### src/source/dcache_data_consts.svh
// Width constants for the ECC protected data bank of the data cache.
`ifndef DCACHE_DATA_CONSTS_SVH
`define DCACHE_DATA_CONSTS_SVH

// data word width.
`define DCACHE_DATA_DW 32

// six Hamming check bits plus one overall parity bit.
`define DCACHE_CHECK_W 7

// full SECDED codeword as stored in the RAM.
`define DCACHE_CODE_W 39

// the default address width gives 512 words.
`define DCACHE_DATA_AW 9

// width of each saturating ECC event counter.
`define DCACHE_ECC_CNT_W 8

`endif

### src/source/dcache_data_pkg.sv
// Types of the ECC data bank for the codeword views and the request and response words.
`include "dcache_data_consts.svh"

package dcache_data_pkg;

	// check[5:0] holds the Hamming bit for position 2**i and check[6] the overall parity.
	typedef struct packed {
		logic [`DCACHE_CHECK_W-1:0] check;
		logic [`DCACHE_DATA_DW-1:0] data;
	} dcache_code_fields_t;

	// the RAM sees a plain vector while the ECC logic works on the fields.
	typedef union packed {
		logic [`DCACHE_CODE_W-1:0] raw;
		dcache_code_fields_t       f;
	} dcache_code_t;

	typedef struct packed {
		logic                       cs;
		logic                       we;
		logic [`DCACHE_DATA_AW-1:0] addr;
		logic [`DCACHE_DATA_DW-1:0] wdata;
		// error injection mask that is applied to the raw codeword on writes.
		logic [`DCACHE_CODE_W-1:0]  inject;
	} dcache_req_t;

	typedef struct packed {
		logic                       valid;
		logic [`DCACHE_DATA_DW-1:0] rdata;
		logic                       err_corr;
		logic                       err_uncorr;
	} dcache_rsp_t;

endpackage

### src/source/dcache_ecc_encode.sv
// SECDED encoder that turns a 32-bit data word into a 39-bit Hamming codeword.
`include "dcache_data_consts.svh"

module dcache_ecc_encode
	import dcache_data_pkg::*;
(
	input  logic [`DCACHE_DATA_DW-1:0] data,
	output dcache_code_t               code
);

	localparam int HAM_W = `DCACHE_CHECK_W - 1;
	localparam int NPOS  = `DCACHE_CODE_W - 1;

	// Hamming positions 1 to NPOS with the check positions left at zero.
	logic [NPOS:1]    pos;
	logic [HAM_W-1:0] ham;

	// data bits fill the positions that are not powers of two, in ascending order.
	always_comb begin : place_data
		int d;
		d = 0;
		pos = '0;
		for (int p = 1; p <= NPOS; p++) begin
			if ((p & (p - 1)) != 0) begin
				pos[p] = data[d];
				d++;
			end
		end
	end

	// check bit i covers every position whose index has bit i set.
	always_comb begin : hamming_checks
		ham = '0;
		for (int i = 0; i < HAM_W; i++) begin
			for (int p = 1; p <= NPOS; p++) begin
				if (((p >> i) & 1) != 0) begin
					ham[i] = ham[i] ^ pos[p];
				end
			end
		end
	end

	// the top check bit makes the whole codeword even.
	always_comb begin : assemble
		code.f.data  = data;
		code.f.check = {^{ham, data}, ham};
	end

endmodule

### config.mk
export PLATFORM = sky130hd
export DESIGN_NAME = dcache_ecc_encode
export DESIGN_NICKNAME = d
export VERILOG_FILES = /design/src/source/dcache_data_pkg.sv /design/src/source/dcache_ecc_encode.sv
export VERILOG_INCLUDE_DIRS = /design/src /design/src/source
export SDC_FILE = /design/constraint.sdc
export NUM_CORES = 1
export LEC_CHECK = 0
export BUFFER_PORTS_ARGS = -buffer_cell sky130_fd_sc_hd__buf_2
export CELL_PAD_IN_SITES_DETAIL_PLACEMENT = 0
export CELL_PAD_IN_SITES_GLOBAL_PLACEMENT = 1
export CORE_MARGIN = 2
export CORE_UTILIZATION = 30
export DETAILED_ROUTE_END_ITERATION = 12
export PLACE_DENSITY_LB_ADDON = 0.1
export RECOVER_POWER = 100
export SYNTH_ARGS = -nofsm -noshare
export SYNTH_HDL_FRONTEND = slang
export SYNTH_SLANG_ARGS = --single-unit
### constraint.sdc
create_clock -name vclk -period 3.3
set_clock_uncertainty 0.15 [all_clocks]
set_input_delay 0.495 -clock vclk [all_inputs]
set_output_delay 0.495 -clock vclk [all_outputs]
set_load 0.01 [all_outputs]
==> results.sh <==
export IMPL_worst_pin_slew_ns=0.328
export IMPL_fp_coreArea_sq_mm=0.00303
export IMPL_hold_buffers=0
export IMPL_port_buffers=71
export IMPL_drive_gt1_frac=0.344
export IMPL_wl_per_cell_um=10.2
export IMPL_yosysMostFrequentCell="buf_4"
export IMPL_io_pins=71
export IMPL_syn_mean_instance_area_sq_um=11.0
export IMPL_finalHoldViolations=0
export IMPL_postCtsSetupBuffers=0
export IMPL_crit_family="XOR/XNOR gates"
export IMPL_n_clock_buffer=0
export IMPL_vias_per_cell=3.75
export IMPL_fin_nets=159
export IMPL_worst_slack_ns=0.203
export IMPL_slowest_delay_ns=0.43
export IMPL_diodes=0
export IMPL_ant_nets=0
export IMPL_seq_area_sq_um=0
export IMPL_fin_setup_tns_ns=0
export IMPL_worst_slew_margin_rel=0.781
export IMPL_wirelength_mm=1.72
export IMPL_antenna_found_initial=0
export IMPL_netlist_area_sq_um=947
export IMPL_rsz0062_at_grt="false"
export IMPL_grt_pass1_wl_mm=2.42
export IMPL_drv_slew=0
export IMPL_critPathLaunch="data[11]"
export IMPL_die_w_um=60.2
export IMPL_dp_hpwl_mm=1.61
export IMPL_drtIter0Drc=6
export IMPL_vias=633
export IMPL_hold_path_class="input port to output pin"
export IMPL_cts_resized_gates=0
export IMPL_p_leak_nw=0.521
export IMPL_path_class="input port to output pin"
export IMPL_cp_max_fo=4
export IMPL_row_count=20
export IMPL_crit_path_end_kind="output pin"
export IMPL_crit_buf_inv=2
export IMPL_maxCapViolCount=0
export IMPL_fp_dieH_um=60.2
export IMPL_status="finished clean"
export IMPL_placed_cells=169
export IMPL_pwr_density_cell_mw_per_mm2=590
export IMPL_finalCritPeriodShare=0.938
export IMPL_yosysTopAreaCell="xnor3_1"
export IMPL_syn_inst=86
export IMPL_fmax_mhz=323
export IMPL_synthTopCellsByCount="buf_4, xnor2_1, xnor3_1, xor2_1, xnor2_2"
export IMPL_grtUsageTotal=0.0869
export IMPL_finalSetupViolCount=0
export IMPL_pre_cts_ws_ns=0.268
export IMPL_drt_drc_violations_left=0
export IMPL_synth_top_area_share=0.262
export IMPL_die_area_sq_mm=0.00362
export IMPL_grt_pass1_vias=567
export IMPL_path_cells="buf_2 -> xnor3_2 -> xor2_1 -> xnor3_1 -> xnor3_2 -> xnor3_1 -> buf_2"
export IMPL_drt_pre_antenna_iters=2
export IMPL_initial_core_util=0.313
export IMPL_synthTopCellsByArea="xnor3_1, buf_4, xnor2_1, xnor2_2, xor2_1"
export IMPL_synth_nets=118
export IMPL_gr_total_overflow=0
export IMPL_crit_slowest_cell="xnor3_2"
export IMPL_worstSetupStartpointType="input port"
export IMPL_ir_drop_mv=0.348
export IMPL_ys_types=7
export IMPL_fin_crit_ns=3.10
export IMPL_yosys_warnings=0
export IMPL_cp_arrival_ns=2.45
export IMPL_gp_congestion=0.705
export IMPL_worst_path_stages=7
export IMPL_setup_worst_path_end="code[38]"
export IMPL_seq_cell_count=0
export IMPL_grt_max_degree=5
export IMPL_area_growth_pct=11.8
export IMPL_worstPathRequired_ns=2.65
export IMPL_yosysSeqAreaShare=0
export IMPL_finalNonFillerCells=169
-- cell families after synthesis --
family	count (synthesis)	share of synthesized area
xor+xnor	54	0.746
buf+inv	32	0.254
-- stage by stage --
stage | total power [mW] | util | hold WS (ns) | instance area, sq um
4_1_cts | 0.654 | 0.369 | 1.05 | 1120
5_1_grt | 0.677 | 0.350 | 1.07 | 1060
2_1_floorplan | 0.487 | - | 0.928 | 947
3_3_place_gp | 0.650 | 0.369 | 1.05 | 1120
3_5_place_dp | 0.651 | 0.369 | 1.05 | 1120
6_report | 0.624 | 0.350 | 1.06 | 1060
-- per-layer routing --
layer	GRT usage	vias up	wire [um]
li1	-	318	-
met5	0	-	0
met3	0.00433	0	131
met4	0	0	0
met1	0.104	278	706
met2	0.177	37	885
-- placed cells by master (no fill, tap or decap) --
cell	n
xnor3_1	11
xnor2_1	26
xor2_1	10
clkbuf_1	35
xnor3_2	2
buf_2	36
xnor2_2	5
-- power by group --
| part | switching (mW) | total [mW] | internal [mW] |
|---|---|---|---|
| sequential | 0 | 0 | 0 |
| clock | 0 | 0 | 0 |
| combinational | 0.260 | 0.624 | 0.364 |
| total | 0.260 | 0.624 | 0.364 |
-- how the worst min path moves through the flow --
stage / depth (start not counted) / end / from / slack [ns]
finish: 2 / code[12] / data[12] / 1.06
global route: 2 / code[29] / data[29] / 1.07
CTS: 2 / code[19] / data[19] / 1.05
detailed placement: 2 / code[19] / data[19] / 1.05
global placement: 2 / code[19] / data[19] / 1.05
floorplan: 1 / code[36] / data[11] / 0.93
-- final cells by class --
type	count	area [sq um]
fillers	351	1970
well taps	44	55.1
repair buffers	71	312
multi-input cells	54	692
Power figures use the tool's default switching activity.
