--- config.mk ---
export PLATFORM = sky130hd
export DESIGN_NAME = dcache_ecc_decode
export DESIGN_NICKNAME = d
export VERILOG_FILES = /design/src/source/dcache_data_pkg.sv /design/src/source/dcache_ecc_decode.sv
export VERILOG_INCLUDE_DIRS = /design/src /design/src/source
export SDC_FILE = /design/constraint.sdc
export NUM_CORES = 1
export LEC_CHECK = 0
export BUFFER_PORTS_ARGS = -buffer_cell sky130_fd_sc_hd__clkbuf_2
export CORE_UTILIZATION = 47
export DETAILED_ROUTE_END_ITERATION = 8
export PLACE_DENSITY = 0.81
export SYNTH_ARGS = -nofsm -noshare
export SYNTH_HDL_FRONTEND = slang
export SYNTH_SLANG_ARGS = --single-unit
export TNS_END_PERCENT = 5
--- constraint.sdc ---
create_clock -name vclk -period 2.71
set_input_delay 0.271 -clock vclk [all_inputs]
set_output_delay 0.271 -clock vclk [all_outputs]
set_load 0.005 [all_outputs]
--- src/source/dcache_data_consts.svh ---
// Width constants for the ECC protected data bank of the data cache.
`ifndef DCACHE_DATA_CONSTS_SVH
`define DCACHE_DATA_CONSTS_SVH

// data word width.
`define DCACHE_DATA_DW 32

// six Hamming check bits plus one overall parity bit.
`define DCACHE_CHECK_W 7

// full SECDED codeword as stored in the RAM.
`define DCACHE_CODE_W 39

// the default address width gives 512 words.
`define DCACHE_DATA_AW 9

// width of each saturating ECC event counter.
`define DCACHE_ECC_CNT_W 8

`endif

--- src/source/dcache_data_pkg.sv ---
// Types of the ECC data bank for the codeword views and the request and response words.
`include "dcache_data_consts.svh"

package dcache_data_pkg;

	// check[5:0] holds the Hamming bit for position 2**i and check[6] the overall parity.
	typedef struct packed {
		logic [`DCACHE_CHECK_W-1:0] check;
		logic [`DCACHE_DATA_DW-1:0] data;
	} dcache_code_fields_t;

	// the RAM sees a plain vector while the ECC logic works on the fields.
	typedef union packed {
		logic [`DCACHE_CODE_W-1:0] raw;
		dcache_code_fields_t       f;
	} dcache_code_t;

	typedef struct packed {
		logic                       cs;
		logic                       we;
		logic [`DCACHE_DATA_AW-1:0] addr;
		logic [`DCACHE_DATA_DW-1:0] wdata;
		// error injection mask that is applied to the raw codeword on writes.
		logic [`DCACHE_CODE_W-1:0]  inject;
	} dcache_req_t;

	typedef struct packed {
		logic                       valid;
		logic [`DCACHE_DATA_DW-1:0] rdata;
		logic                       err_corr;
		logic                       err_uncorr;
	} dcache_rsp_t;

endpackage

--- src/source/dcache_ecc_decode.sv ---
// SECDED decoder that corrects single-bit errors and flags double-bit errors.
`include "dcache_data_consts.svh"

module dcache_ecc_decode
	import dcache_data_pkg::*;
(
	input  dcache_code_t               code,
	output logic [`DCACHE_DATA_DW-1:0] data,
	output logic                       err_corr,
	output logic                       err_uncorr
);

	localparam int HAM_W = `DCACHE_CHECK_W - 1;
	localparam int NPOS  = `DCACHE_CODE_W - 1;

	logic [NPOS:1]    pos;
	logic [NPOS:1]    fixed;
	logic [HAM_W-1:0] syndrome;
	logic             parity_odd;
	logic             syn_nonzero;

	// rebuild the Hamming ordered word from the stored fields.
	always_comb begin : unpack
		int d;
		int c;
		d = 0;
		c = 0;
		pos = '0;
		for (int p = 1; p <= NPOS; p++) begin
			if ((p & (p - 1)) == 0) begin
				// powers of two come in ascending order, so c tracks log2 of p.
				pos[p] = code.f.check[c];
				c++;
			end else begin
				pos[p] = code.f.data[d];
				d++;
			end
		end
	end

	// each syndrome bit recomputes one Hamming check including the stored check bit.
	always_comb begin : syndrome_calc
		syndrome = '0;
		for (int i = 0; i < HAM_W; i++) begin
			for (int p = 1; p <= NPOS; p++) begin
				if (((p >> i) & 1) != 0) begin
					syndrome[i] = syndrome[i] ^ pos[p];
				end
			end
		end
	end

	assign parity_odd  = ^code.raw;
	assign syn_nonzero = |syndrome;

	// odd parity means one flipped bit, located by the syndrome.
	// A zero syndrome points at the parity bit itself, which carries no data.
	always_comb begin : correct
		fixed = pos;
		if (parity_odd && syn_nonzero && (syndrome <= NPOS)) begin
			fixed[syndrome] = ~pos[syndrome];
		end
	end

	// a double error leaves fixed equal to pos, so the data passes through as stored.
	always_comb begin : extract
		int d;
		d = 0;
		data = '0;
		for (int p = 1; p <= NPOS; p++) begin
			if ((p & (p - 1)) != 0) begin
				data[d] = fixed[p];
				d++;
			end
		end
	end

	assign err_corr   = parity_odd;
	assign err_uncorr = ~parity_odd & syn_nonzero;

endmodule

==> flow_summary.ini <==
[run_status]
status = finished, violations left
violations = negative setup slack

[route]
wl_um = 9870
via_per_inst = 6.42
drc = 0
drt-wirelength-per-cell_um = 23.5
drtIter0Drc = 318
ant_nets = 0
wl_met1_um = 3420
top_layer_used = met4
wl_met2_um = 4590
wl_met3_um = 1090
dr.pass1.iters = 5
vias = 2695

[synthesis]
synth_mux_area_share_pct = 22.9
synth-compound-area-share_pct = 7.57
yosysWarnings = 0
synth_xor_area_share_pct = 46.4
synth_top_family_by_area = XOR/XNOR gates
synthSimpleGateAreaFrac_pct = 20.8
synth_cell_type_count = 38
synth_area_um2 = 1780
seq_area_frac_synth_pct = 0
syn_avg_cell_area_um2 = 8.50
yosys.area_share.adder_pct = 0
syn-instance-count = 210
syn-num-nets = 249

[floorplanning]
fp.coreArea_um2 = 3660
fp.dieH_um = 63.6
dieWidth_um = 63.6
ios = 73
row_count = 22
dieArea_um2 = 4050
initial_utilization_pct = 48.7

[global_route]
track_usage_pct = 31.9
grt_pass1_wl_um = 10100
grt_pass1_vias = 2187
antenna_found_initial = 0
grt_max_degree = 17
globalRouteOverflowTotal = 0

[hold_path]
hp-class = input pin to primary output

[critical_path]
worstSetupStartpointType = input pin
arrival_ps = 3020
slowest_delay_ps = 620
cp_data_required_time_ps = 2440
cp_max_fo = 16
cp-end-kind = primary output
cpMostUsedCell = xnor2_1
cp_num_buf_inv = 2
critical_path.top_delay_family = XOR/XNOR gates
crit_slowest_cell = xnor3_2
worstSetupPathType = input pin to primary output
critical_path.cell_chain = clkbuf_2 > xnor2_1 > xnor2_1 > xnor2_1 > xnor3_2 > nor3_1 > o211ai_1 > o31ai_1 > buf_2

[placed_design]
io_buffers = 73
place.gp.congestion = 0.983
dp_hpwl_um = 5190

[final_layout]
seq_cell_count = 0
fillers = 141
final_cell_mix = buf_4 (84), clkbuf_2 (69), xnor2_1 (29)
area.growth.synth_to_final_pct = 88.3
layout.nets = 413
drive_gt1_share_pct = 71.0
layout.area.seq_um2 = 0
layout_commonest_cell = buf_4
num_antenna_cells = 0
final_util_pct = 91.8
multi_input_area_um2 = 2170
nClkBuffers = 0

[timing]
tightest_slew_ps = 511
setup_viol = 33
max_slew_margin_pct = 65.7
layout_min_cycle_time_ps = 3290
rsz0062_at_grt = true
fmax_mhz = 304
fin_crit_sh_pct = 122
layout_setup_ws_ps = -584
tns_ps = -13770
slew_violations = 0
hold_viol = 0

[flow_run]
maxCapViolations = 0

[power]
power_density_nw_per_um2 = 1280
ir_drop_uv = 1170
power.leakage_nw = 1.65

[clocking]
cts_hold_buf = 0
-- per-layer routing --
metal  track usage [%]  vias up
met3              2.17       92
met2              54.7      295
met4              14.8        0
met1              40.2     1237
li1                  -     1071
met5                 0        -
-- timing repair --
item	in CTS	in global routing
pin swaps	6	26
cloned	0	0
resized for setup	14	87
endpoints found under the setup margin	32	33
setup buffers	1	17
-- path summary, 6_finish.rpt --
path,startpoint,to,slack (ps),depth (start not counted)
worst max-delay path,code[23],data[16],-580,9
worst min-delay path,code[29],data[29],920,3
-- logic make-up after synthesis --
family          after synthesis
mux                          37
buf+inv                       7
simple gates                 79
xor+xnor                     70
compound gates               17
-- Yosys cell counts (3+ instances only) --
| cell | n | area, um2 |
|---|---|---|
| xnor2_1 | 46 | 403 |
| nor2_1 | 24 | 90.1 |
| and2_1 | 6 | 37.5 |
| xnor3_1 | 4 | 90.1 |
| mux2_2 | 24 | 270 |
| nand3_1 | 6 | 30.0 |
| xor2_1 | 8 | 70.1 |
| mux2i_1 | 7 | 70.1 |
| xnor2_2 | 3 | 48.8 |
| nand2_1 | 26 | 97.6 |
| nor3_1 | 7 | 35.0 |
| and3_1 | 4 | 25.0 |
| a32oi_1 | 3 | 26.3 |
| xnor3_2 | 6 | 143 |
| mux2_1 | 6 | 67.6 |
-- per-stage QoR --
step / hold WS [ps] / area [um2] / setup slack [ps] / cells / power (mW)
after floorplan: 597 / 1780 / 85.3 / 210 / 1.66
after global placement: 876 / 2750 / -401 / 402 / 2.73
after detailed placement: 883 / 2750 / -434 / 402 / 2.80
after CTS: 897 / 2840 / -302 / 403 / 2.91
after global routing: 925 / 3360 / -565 / 420 / 4.35
final: 919 / 3360 / -584 / 420 / 4.30
-- worst min-delay path: cells and delay by family --
kind,cells,cell delay [ps]
mux,1,150
buf+inv,2,230
-- power by group --
part	internal, mW	switching, mW
clock	0	0
combinational	2.00	2.29
sequential	0	0
total	2.00	2.29
-- cell type report --
cell class | instances | share of cell area, %
tap | 48 | 1.79
inverter | 2 | 0.223
multi-input combinational | 203 | 64.5
timing repair buffer | 167 | 33.5
No activity file was read; power rests on OpenSTA's default activity.
